File: src/common/icache_pkg.sv
// ----------------------------------------------------------
// Widths and pipeline structs shared by the cache stages
// Index and tag fields are sized for any LINE_COUNT
// The way field covers at most four ways
// ----------------------------------------------------------
`default_nettype none

package icache_pkg;

    localparam int unsigned ADDR_W    = 16;
    localparam int unsigned ID_W      = 4;
    localparam int unsigned LINE_W    = 64;
    localparam int unsigned APB_W     = 32;
    localparam int unsigned BEATS     = LINE_W / APB_W;
    localparam int unsigned OFFSET_W  = $clog2(LINE_W / 8);
    // Line address without byte offset
    localparam int unsigned LADDR_W   = ADDR_W - OFFSET_W;
    localparam int unsigned WAY_SEL_W = 2;

    typedef struct packed {
        logic [ADDR_W-1:0] addr;
        logic [ID_W-1:0]   id;
    } fetch_req_t;

    typedef struct packed {
        fetch_req_t             req;
        logic [WAY_SEL_W-1:0]   way;
        logic                   hit;
        logic                   error;
    } tag_out_t;

    typedef struct packed {
        tag_out_t          tag;
        logic [LINE_W-1:0] data;
    } lookup_t;

    typedef struct packed {
        logic [ADDR_W-1:0] addr;
        logic [ID_W-1:0]   id;
        logic              hit;
        logic              error;
        logic [LINE_W-1:0] data;
    } fetch_rsp_t;

    typedef struct packed {
        logic [LADDR_W-1:0]   index;
        logic [WAY_SEL_W-1:0] way;
        logic [LADDR_W-1:0]   tag;
        logic                 error;
        logic [LINE_W-1:0]    data;
    } refill_t;

endpackage

`default_nettype wire

File: src/logic/icache_sram.sv
// ----------------------------------------------------------
// Single-port register array, read data one cycle after req
// Read data holds its value across writes and idle cycles
// ----------------------------------------------------------
`timescale 1ns/1ps
`default_nettype none

module icache_sram #(
    parameter int unsigned DEPTH = 8,
    parameter int unsigned WIDTH = 32
) (
    input  wire logic                     clk_i,
    input  wire logic                     req_i,
    input  wire logic                     we_i,
    input  wire logic [$clog2(DEPTH)-1:0] addr_i,
    input  wire logic [WIDTH-1:0]         wdata_i,
    output logic      [WIDTH-1:0]         rdata_o
);

    logic [WIDTH-1:0] mem_q [DEPTH];

    always_ff @(posedge clk_i) begin
        if (req_i) begin
            if (we_i) begin
                mem_q[addr_i] <= wdata_i;
            end else begin
                rdata_o <= mem_q[addr_i];
            end
        end
    end

endmodule

`default_nettype wire

File: src/icache_lookup/icache_tag_stage.sv
// ----------------------------------------------------------
// Tag lookup with init/flush clearing and refill writes
// Clearing beats refill writes, refill writes beat lookups
// A held item is looked up again after any tag write
// ----------------------------------------------------------
`timescale 1ns/1ps
`default_nettype none

module icache_tag_stage import icache_pkg::*; #(
    parameter int unsigned LINE_COUNT = 8,
    parameter int unsigned WAY_COUNT  = 2
) (
    input  wire logic       clk_i,
    input  wire logic       rst_ni,
    input  wire logic       flush_valid_i,
    output logic            flush_ready_o,
    input  wire fetch_req_t req_i,
    input  wire logic       req_valid_i,
    output logic            req_ready_o,
    input  wire refill_t    refill_i,
    input  wire logic       refill_valid_i,
    output tag_out_t        tag_o,
    output logic            tag_valid_o,
    input  wire logic       tag_ready_i
);

    localparam int unsigned INDEX_W = $clog2(LINE_COUNT);
    localparam int unsigned TAG_W   = LADDR_W - INDEX_W;

    logic [INDEX_W:0]     init_cnt_q;
    logic                 init_phase;
    logic                 flush_pend_q;
    fetch_req_t           req_q;
    logic                 valid_q;
    logic                 rd_fresh_q;
    logic                 buf_valid_q;
    logic                 accept;
    logic                 reread;
    logic                 rd_lookup;
    logic                 wr_any;
    logic [INDEX_W-1:0]   tag_addr;
    logic [WAY_COUNT-1:0] tag_en;
    logic [TAG_W+1:0]     tag_wdata;
    logic [TAG_W+1:0]     tag_rdata [WAY_COUNT];
    logic [WAY_COUNT-1:0] line_hit;
    logic [WAY_COUNT-1:0] line_err;
    tag_out_t             cmp;
    tag_out_t             buf_q;

    // ------------------------------------------------------------
    // Init and flush counter
    // ------------------------------------------------------------
    assign init_phase    = init_cnt_q != (INDEX_W + 1)'(LINE_COUNT);
    assign flush_ready_o = flush_valid_i && flush_pend_q && !init_phase;

    always_ff @(posedge clk_i or negedge rst_ni) begin
        if (!rst_ni) begin
            init_cnt_q   <= '0;
            flush_pend_q <= 1'b0;
        end else if (init_phase) begin
            init_cnt_q <= init_cnt_q + 1'b1;
        end else if (flush_valid_i && !flush_pend_q) begin
            init_cnt_q   <= '0;
            flush_pend_q <= 1'b1;
        end else if (flush_ready_o) begin
            flush_pend_q <= 1'b0;
        end
    end

    // ------------------------------------------------------------
    // Tag port arbitration
    // ------------------------------------------------------------
    assign wr_any      = init_phase || refill_valid_i;
    assign req_ready_o = !wr_any && (!valid_q || (tag_valid_o && tag_ready_i));
    assign accept      = req_valid_i && req_ready_o;
    // Held item whose last result was overwritten
    assign reread      = valid_q && !rd_fresh_q && !buf_valid_q && !wr_any;
    assign rd_lookup   = accept || reread;

    always_comb begin
        tag_addr  = accept ? req_i.addr[OFFSET_W +: INDEX_W] : req_q.addr[OFFSET_W +: INDEX_W];
        tag_en    = {WAY_COUNT{rd_lookup}};
        tag_wdata = {1'b1, refill_i.error, refill_i.tag[TAG_W-1:0]};
        if (init_phase) begin
            tag_addr  = init_cnt_q[INDEX_W-1:0];
            tag_en    = '1;
            tag_wdata = '0;
        end else if (refill_valid_i) begin
            tag_addr = refill_i.index[INDEX_W-1:0];
            for (int w = 0; w < WAY_COUNT; w++) begin
                tag_en[w] = refill_i.way == WAY_SEL_W'(w);
            end
        end
    end

    // Stored word is {valid, error, tag}
    for (genvar w = 0; w < WAY_COUNT; w++) begin : g_way
        icache_sram #(
            .DEPTH ( LINE_COUNT ),
            .WIDTH ( TAG_W + 2  )
        ) i_tag (
            .clk_i   ( clk_i        ),
            .req_i   ( tag_en[w]    ),
            .we_i    ( wr_any       ),
            .addr_i  ( tag_addr     ),
            .wdata_i ( tag_wdata    ),
            .rdata_o ( tag_rdata[w] )
        );
        assign line_hit[w] = tag_rdata[w][TAG_W+1]
                             && (tag_rdata[w][TAG_W-1:0] == req_q.addr[ADDR_W-1 -: TAG_W]);
        assign line_err[w] = line_hit[w] && tag_rdata[w][TAG_W];
    end

    // Lowest hitting way wins
    always_comb begin
        cmp       = '0;
        cmp.req   = req_q;
        cmp.hit   = |line_hit;
        cmp.error = |line_err;
        for (int w = WAY_COUNT - 1; w >= 0; w--) begin
            if (line_hit[w]) begin
                cmp.way = WAY_SEL_W'(w);
            end
        end
    end

    always_ff @(posedge clk_i or negedge rst_ni) begin
        if (!rst_ni) begin
            valid_q     <= 1'b0;
            rd_fresh_q  <= 1'b0;
            buf_valid_q <= 1'b0;
        end else begin
            rd_fresh_q <= rd_lookup;
            if (accept) begin
                valid_q <= 1'b1;
            end else if (tag_valid_o && tag_ready_i) begin
                valid_q <= 1'b0;
            end
            if (accept || wr_any) begin
                buf_valid_q <= 1'b0;
            end else if (rd_fresh_q) begin
                buf_valid_q <= 1'b1;
            end
        end
    end

    always_ff @(posedge clk_i) begin
        if (accept) begin
            req_q <= req_i;
        end
        if (rd_fresh_q) begin
            buf_q <= cmp;
        end
    end

    // Fall-through result buffer
    assign tag_o       = rd_fresh_q ? cmp : buf_q;
    assign tag_valid_o = valid_q && (rd_fresh_q || buf_valid_q);

endmodule

`default_nettype wire

File: src/icache_lookup/icache_data_stage.sv
// ----------------------------------------------------------
// Data bank read on hits and refill writes into the bank
// Refill writes stall the incoming handshake for that cycle
// WAY_COUNT and LINE_COUNT must be powers of two
// ----------------------------------------------------------
`timescale 1ns/1ps
`default_nettype none

module icache_data_stage import icache_pkg::*; #(
    parameter int unsigned LINE_COUNT = 8,
    parameter int unsigned WAY_COUNT  = 2
) (
    input  wire logic     clk_i,
    input  wire logic     rst_ni,
    input  wire tag_out_t tag_i,
    input  wire logic     tag_valid_i,
    output logic          tag_ready_o,
    input  wire refill_t  refill_i,
    input  wire logic     refill_valid_i,
    output lookup_t       look_o,
    output logic          look_valid_o,
    input  wire logic     look_ready_i
);

    localparam int unsigned INDEX_W = $clog2(LINE_COUNT);
    localparam int unsigned WAY_W   = $clog2(WAY_COUNT);
    localparam int unsigned DEPTH   = WAY_COUNT * LINE_COUNT;

    tag_out_t                 tag_q;
    logic                     look_valid_q;
    logic                     rd_fresh_q;
    logic                     handshake;
    logic                     rd_en;
    logic [$clog2(DEPTH)-1:0] data_addr;
    logic [LINE_W-1:0]        rdata;
    logic [LINE_W-1:0]        data_buf_q;

    assign tag_ready_o = !refill_valid_i && (!look_valid_q || look_ready_i);
    assign handshake   = tag_valid_i && tag_ready_o;
    // Misses never touch the data bank
    assign rd_en       = handshake && tag_i.hit;

    assign data_addr = refill_valid_i
        ? {refill_i.way[WAY_W-1:0], refill_i.index[INDEX_W-1:0]}
        : {tag_i.way[WAY_W-1:0], tag_i.req.addr[OFFSET_W +: INDEX_W]};

    icache_sram #(
        .DEPTH ( DEPTH  ),
        .WIDTH ( LINE_W )
    ) i_data (
        .clk_i   ( clk_i                   ),
        .req_i   ( refill_valid_i || rd_en ),
        .we_i    ( refill_valid_i          ),
        .addr_i  ( data_addr               ),
        .wdata_i ( refill_i.data           ),
        .rdata_o ( rdata                   )
    );

    always_ff @(posedge clk_i or negedge rst_ni) begin
        if (!rst_ni) begin
            look_valid_q <= 1'b0;
            rd_fresh_q   <= 1'b0;
        end else begin
            rd_fresh_q <= rd_en;
            if (handshake) begin
                look_valid_q <= 1'b1;
            end else if (look_ready_i) begin
                look_valid_q <= 1'b0;
            end
        end
    end

    // Keep read data while the miss stage is busy
    always_ff @(posedge clk_i) begin
        if (handshake) begin
            tag_q <= tag_i;
        end
        if (rd_fresh_q && !look_ready_i) begin
            data_buf_q <= rdata;
        end
    end

    assign look_o.tag   = tag_q;
    assign look_o.data  = rd_fresh_q ? rdata : data_buf_q;
    assign look_valid_o = look_valid_q;

endmodule

`default_nettype wire

File: src/logic/icache_miss_stage.sv
// ----------------------------------------------------------
// Hits pass straight through; a miss blocks the pipeline
// while the line is read over APB in BEATS beats
// Victim way is one global round-robin pointer
// ----------------------------------------------------------
`timescale 1ns/1ps
`default_nettype none

module icache_miss_stage import icache_pkg::*; #(
    parameter int unsigned LINE_COUNT = 8,
    parameter int unsigned WAY_COUNT  = 2
) (
    input  wire logic              clk_i,
    input  wire logic              rst_ni,
    input  wire lookup_t           look_i,
    input  wire logic              look_valid_i,
    output logic                   look_ready_o,
    output fetch_rsp_t             rsp_o,
    output logic                   rsp_valid_o,
    input  wire logic              rsp_ready_i,
    output refill_t                refill_o,
    output logic                   refill_valid_o,
    output logic                   psel_o,
    output logic                   penable_o,
    output logic      [ADDR_W-1:0] paddr_o,
    input  wire logic [APB_W-1:0]  prdata_i,
    input  wire logic              pready_i,
    input  wire logic              pslverr_i
);

    localparam int unsigned INDEX_W = $clog2(LINE_COUNT);
    localparam int unsigned WAY_W   = $clog2(WAY_COUNT);
    localparam int unsigned BEAT_W  = $clog2(BEATS);

    typedef enum logic [2:0] {
        S_IDLE,
        S_SETUP,
        S_ACCESS,
        S_REFILL,
        S_RESP
    } state_e;

    state_e            state_q;
    logic [BEAT_W-1:0] beat_q;
    logic [WAY_W-1:0]  victim_q;
    logic              err_q;
    logic [LINE_W-1:0] line_q;
    logic [ADDR_W-1:0] addr;

    assign addr    = look_i.tag.req.addr;
    assign psel_o    = (state_q == S_SETUP) || (state_q == S_ACCESS);
    assign penable_o = state_q == S_ACCESS;
    assign paddr_o   = {addr[ADDR_W-1:OFFSET_W], {OFFSET_W{1'b0}}}
                       + ADDR_W'(beat_q) * ADDR_W'(APB_W / 8);

    always_comb begin
        rsp_o        = '{addr: addr, id: look_i.tag.req.id, hit: look_i.tag.hit,
                         error: look_i.tag.error, data: look_i.data};
        rsp_valid_o  = 1'b0;
        look_ready_o = 1'b0;
        if (state_q == S_IDLE && look_valid_i && look_i.tag.hit) begin
            rsp_valid_o  = 1'b1;
            look_ready_o = rsp_ready_i;
        end else if (state_q == S_RESP) begin
            rsp_o.hit    = 1'b0;
            rsp_o.error  = err_q;
            rsp_o.data   = line_q;
            rsp_valid_o  = 1'b1;
            look_ready_o = rsp_ready_i;
        end
    end

    assign refill_valid_o = state_q == S_REFILL;
    assign refill_o = '{index: LADDR_W'(addr[OFFSET_W +: INDEX_W]),
                        way:   WAY_SEL_W'(victim_q),
                        tag:   LADDR_W'(addr >> (OFFSET_W + INDEX_W)),
                        error: err_q,
                        data:  line_q};

    // ------------------------------------------------------------
    // Refill FSM
    // ------------------------------------------------------------
    always_ff @(posedge clk_i or negedge rst_ni) begin
        if (!rst_ni) begin
            state_q  <= S_IDLE;
            beat_q   <= '0;
            victim_q <= '0;
            err_q    <= 1'b0;
        end else begin
            case (state_q)
                S_IDLE: begin
                    if (look_valid_i && !look_i.tag.hit) begin
                        state_q <= S_SETUP;
                        beat_q  <= '0;
                        err_q   <= 1'b0;
                    end
                end
                S_SETUP: state_q <= S_ACCESS;
                S_ACCESS: begin
                    if (pready_i) begin
                        // Any failing beat taints the whole line
                        err_q <= err_q | pslverr_i;
                        if (beat_q == BEAT_W'(BEATS - 1)) begin
                            state_q <= S_REFILL;
                        end else begin
                            beat_q  <= beat_q + 1'b1;
                            state_q <= S_SETUP;
                        end
                    end
                end
                S_REFILL: begin
                    state_q  <= S_RESP;
                    victim_q <= (victim_q == WAY_W'(WAY_COUNT - 1)) ? '0 : victim_q + 1'b1;
                end
                S_RESP: begin
                    if (rsp_ready_i) begin
                        state_q <= S_IDLE;
                    end
                end
                default: state_q <= S_IDLE;
            endcase
        end
    end

    // Beat k fills bits k*APB_W upward
    always_ff @(posedge clk_i) begin
        if (state_q == S_ACCESS && pready_i) begin
            line_q[beat_q*APB_W +: APB_W] <= prdata_i;
        end
    end

endmodule

`default_nettype wire

File: src/logic/icache_top.sv
// ----------------------------------------------------------
// Instruction cache top, tag, data and miss stages in a row
// APB reads only, one refill outstanding at a time
// ----------------------------------------------------------
`timescale 1ns/1ps
`default_nettype none

module icache_top import icache_pkg::*; #(
    parameter int unsigned LINE_COUNT = 8,
    parameter int unsigned WAY_COUNT  = 2
) (
    input  wire logic              clk_i,
    input  wire logic              rst_ni,
    input  wire logic              flush_valid_i,
    output logic                   flush_ready_o,
    input  wire fetch_req_t        req_i,
    input  wire logic              req_valid_i,
    output logic                   req_ready_o,
    output fetch_rsp_t             rsp_o,
    output logic                   rsp_valid_o,
    input  wire logic              rsp_ready_i,
    output logic                   psel_o,
    output logic                   penable_o,
    output logic      [ADDR_W-1:0] paddr_o,
    input  wire logic [APB_W-1:0]  prdata_i,
    input  wire logic              pready_i,
    input  wire logic              pslverr_i
);

    tag_out_t tag;
    logic     tag_valid;
    logic     tag_ready;
    lookup_t  look;
    logic     look_valid;
    logic     look_ready;
    refill_t  refill;
    logic     refill_valid;

    icache_tag_stage #(
        .LINE_COUNT ( LINE_COUNT ),
        .WAY_COUNT  ( WAY_COUNT  )
    ) i_tag_stage (
        .clk_i, .rst_ni, .flush_valid_i, .flush_ready_o, .req_i, .req_valid_i, .req_ready_o,
        .refill_i       ( refill       ),
        .refill_valid_i ( refill_valid ),
        .tag_o          ( tag          ),
        .tag_valid_o    ( tag_valid    ),
        .tag_ready_i    ( tag_ready    )
    );

    icache_data_stage #(
        .LINE_COUNT ( LINE_COUNT ),
        .WAY_COUNT  ( WAY_COUNT  )
    ) i_data_stage (
        .clk_i, .rst_ni,
        .tag_i          ( tag          ),
        .tag_valid_i    ( tag_valid    ),
        .tag_ready_o    ( tag_ready    ),
        .refill_i       ( refill       ),
        .refill_valid_i ( refill_valid ),
        .look_o         ( look         ),
        .look_valid_o   ( look_valid   ),
        .look_ready_i   ( look_ready   )
    );

    icache_miss_stage #(
        .LINE_COUNT ( LINE_COUNT ),
        .WAY_COUNT  ( WAY_COUNT  )
    ) i_miss_stage (
        .clk_i, .rst_ni, .rsp_o, .rsp_valid_o, .rsp_ready_i,
        .look_i         ( look         ),
        .look_valid_i   ( look_valid   ),
        .look_ready_o   ( look_ready   ),
        .refill_o       ( refill       ),
        .refill_valid_o ( refill_valid ),
        .psel_o, .penable_o, .paddr_o, .prdata_i, .pready_i, .pslverr_i
    );

endmodule

`default_nettype wire

File: config.mk
export PLATFORM = sky130hd
export DESIGN_NAME = icache_top
export DESIGN_NICKNAME = d
export VERILOG_FILES = /design/src/common/icache_pkg.sv /design/src/logic/icache_sram.sv /design/src/icache_lookup/icache_tag_stage.sv /design/src/icache_lookup/icache_data_stage.sv /design/src/logic/icache_miss_stage.sv /design/src/logic/icache_top.sv
export SDC_FILE = /design/constraint.sdc
export NUM_CORES = 2
export LEC_CHECK = 0
export ABC_CLOCK_PERIOD_IN_PS = 6610
export BUFFER_PORTS_ARGS = -buffer_cell sky130_fd_sc_hd__buf_2
export CAP_MARGIN = 20
export CORE_MARGIN = 2
export CORE_UTILIZATION = 56
export CTS_BUF_LIST = sky130_fd_sc_hd__clkbuf_8 sky130_fd_sc_hd__clkbuf_16
export DETAILED_ROUTE_END_ITERATION = 8
export PLACE_DENSITY = 0.81
export SLEW_MARGIN = 15
export SYNTH_ARGS = -nofsm -noshare
export SYNTH_HDL_FRONTEND = slang
export SYNTH_SLANG_ARGS = --single-unit
File: constraint.sdc
create_clock -name clk_i -period 6.61 [get_ports clk_i]
set_input_delay 0.9915 -clock clk_i [delete_from_list [all_inputs] [get_ports clk_i]]
set_output_delay 0.9915 -clock clk_i [all_outputs]
set_load 0.005 [all_outputs]
==> qor.csv <==
metric,value,unit
fp.dieH,326,um
synth_top_cell_area_share,76.0,%
ir_drop,425,uV
core_area,103000,sq um
p_per_area,413,nW/um^2
vias,29300,
critPathMaxStageDelay,0.98,ns
maxCapViolations,0,
synthFlopType,edfxtp_1,
synth_cells,2887,
grtUsageTotal,26.4,%
maxSlewHeadroom,22.1,%
rsz0062_at_grt,false,
finalCritPeriodShare,71.2,%
hold_path.class,input port to async pin,
synth_top_cell_by_area,edfxtp_1,
post_cts_buffers,0,
final_nets,3131,
finalSetupTns,0,ns
ys_types,55,
rrSetupSlack,1.90,ns
async_flop_share,1.06,%
syn_area_per_cell,20.2,sq um
path_max_fanout,22,
grt_pass1_wl,203,mm
io_buffer_count,163,
area_growth,12.0,%
mostFrequentLayoutCell,edfxtp_1,
clk_path_buf_depth,3,
drtAntennaViolNets,0,
required,6.98,ns
startpoint_type,register,
setup_slack,1.90,ns
grt_max_degree,133,
rows,118,
io_pins,166,
ctsHoldBuffers,0,
grt_pass1_vias,30000,
fmax,0.212,GHz
numCtsBuffers,146,
path_clk_slew,0.06,ns
leakagePower,21.6,nW
worstPathArrival,5.08,ns
fin_crit,4.71,ns
path_cells,and3b_1 > nor2_1 > nand3_2 > clkinv_1 > a21oi_1 > nand2_1 > nor2_1,
ys_warn_count,0,
viasPerCell,6.39,
fill_cells,6640,
drt_iter0_markers,4191,
synth_seq_cells,1513,
drive_gt1_share,23.0,%
drc,0,
die-area,107000,sq um
critPathSlowestCell,a21oi_1,
worst_pin_slew,1.17,ns
cts_max_level,4,
grt_overflow,0,
crit_type,register to register,
cts_tree,yes,
dieWidth,326,um
clkLatencyLatePin,0.79,ns
place_ws,1.64,ns
endpoint_kind,register,
cts_sinks,1513,
synth.area.top_cells,"edfxtp_1, mux4_2, mux2i_1, o21ai_0, nand2_1",
routed_wl,140,mm
place_hpwl,74.3,mm
status,finished clean,
wl_per_cell,30.5,um
initial_core_util,56.3,%
final-hold-violation-count,0,
final_cell_mix,"edfxtp_1, mux2i_1, mux4_2",
clock-root-buffer,clkbuf_16,
ys_seq_area_share,77.5,%
antenna_found_initial,24,
ff2ff_path_depth,7,
clock_skew,0.0791,ns
slew_viol_final,0,
ctsResizeCount,0,
gp_congestion,0.880,
synthesis.area,58200,sq um
first_pass_iters,6,
setup_violations,0,
synth_edf_count,1474,
crit_path_frequent_cell,nor2_1,
[layer usage]
metal  global-route usage (%)  vias to the layer above  wire length [um]  share of wire [%]
li1                         -                    11900                 -                  -
met1                     34.9                    15000             50000                 36
met2                     42.9                     1968             68700                 49
met3                     6.81                      331             16100                 12
met4                     9.38                       24              4850                3.5
met5                        0                        -               149               0.11
[final timing paths]
check	start	to
hold / removal	rst_ni	i_tag_stage.flush_pend_q
max in group asynchronous	rst_ni	i_data_stage.rd_fresh_q
setup / recovery	i_miss_stage.state_q[2]	i_tag_stage.g_way[0].i_tag.mem_q[5][4]
min in group clk_i	req_i[5]	i_tag_stage.cmp[9]
setup reg to reg	i_miss_stage.state_q[2]	i_tag_stage.g_way[0].i_tag.mem_q[5][4]
hold reg to reg	i_data_stage.i_data.rdata_o[10]	i_data_stage.data_buf_q[10]
[kinds of logic (layout without fill, tap and decap cells)]
family | count (synthesis) | in the layout | share of synthesized area (%)
other | 1 | 13 | 0.00644
xor gates and xnor gates | 23 | 23 | 0.346
muxes | 562 | 562 | 15.2
and+or+nand+nor | 419 | 419 | 3.36
AOI/OAI and AO/OA | 176 | 176 | 1.78
DFF | 1513 | 1513 | 77.5
buffers and inverters | 191 | 492 | 1.73
adders and majority gates | 2 | 2 | 0.0430
[area by class of cell]
type                    instances  area (sq um)  share of cell area, %
clock buffers                 152          3760                   5.76
diodes                         11          27.5                 0.0422
clock inverters               115           886                   1.36
multi-input cells            1184         12300                   18.9
repair buffers                215          1350                   2.07
flip-flops and latches       1513         45100                   69.2
inverters                      10          37.5                 0.0576
well taps                    1380          1730                   2.65
[per-stage QoR]
| stage | power (mW) | instance area, sq um | hold WS (ns) | util (%) | std cells |
|---|---|---|---|---|---|
| after floorplan | 17.3 | 58200 | 0.426 | - | 2888 |
| after global routing | 27.9 | 65200 | 0.180 | 63.1 | 4569 |
| after global placement | 18.7 | 60500 | 0.433 | 58.6 | 4301 |
| final | 26.9 | 65200 | 0.170 | 63.1 | 4580 |
| after detailed placement | 19.0 | 60500 | 0.433 | 58.6 | 4301 |
| after CTS | 27.0 | 65200 | 0.145 | 63.1 | 4568 |
[where the power goes]
| group | switching (mW) | internal [mW] | leakage, nW | total (mW) |
|---|---|---|---|---|
| clock | 3.61 | 4.40 | 2.40 | 8.02 |
| combinational | 3.84 | 3.09 | 5.49 | 6.93 |
| sequential | 0.391 | 11.6 | 13.7 | 12.0 |
| total | 7.84 | 19.1 | 21.6 | 26.9 |
[state kept, by name (all words and copies together), names as in the netlist, 3 cells and up]
signal                           cells
i_data_stage.i_data.rdata_o         64
i_data_stage.i_data.mem_q         1024
i_tag_stage.cmp                     20
i_miss_stage.state_q                 3
i_data_stage.data_buf_q             64
i_tag_stage.init_cnt_q               4
i_tag_stage.g_way.i_tag.mem_q      192
i_miss_stage.line_q                 64
i_data_stage.look_o                 22
i_tag_stage.g_way.i_tag.rdata_o     24
i_tag_stage.buf_q                   23
[Yosys cell counts (2+ instances only)]
master and number:
nor2_2 2, mux2i_1 282, dfxtp_1 23, nor2_1 130
or3_1 2, nor3_1 16, xnor2_1 23, o22ai_1 2
buf_4 62, buf_1 26, o21ai_0 118, inv_1 9
nand2b_1 6, buf_6 2, edfxtp_1 1474, nor2b_1 34
and3_1 27, nand3b_1 5, a32oi_1 23, nand2_1 136
nand3_1 4, ha_1 2, a21oi_1 15, nand4_1 4
buf_2 34, dfrtp_1 16, mux4_2 256, and2_1 46
mux2_2 23, a211oi_1 2, o21bai_1 3, clkbuf_1 57
[critical path, delay by kind of cell, from the launching register on]
kind            cells  cell delay (ns)
compound gates      1             0.98
flops               1             0.49
buf+inv             1             0.73
simple gates        5             2.11
Note: power is estimated with default switching activity, not from simulation.
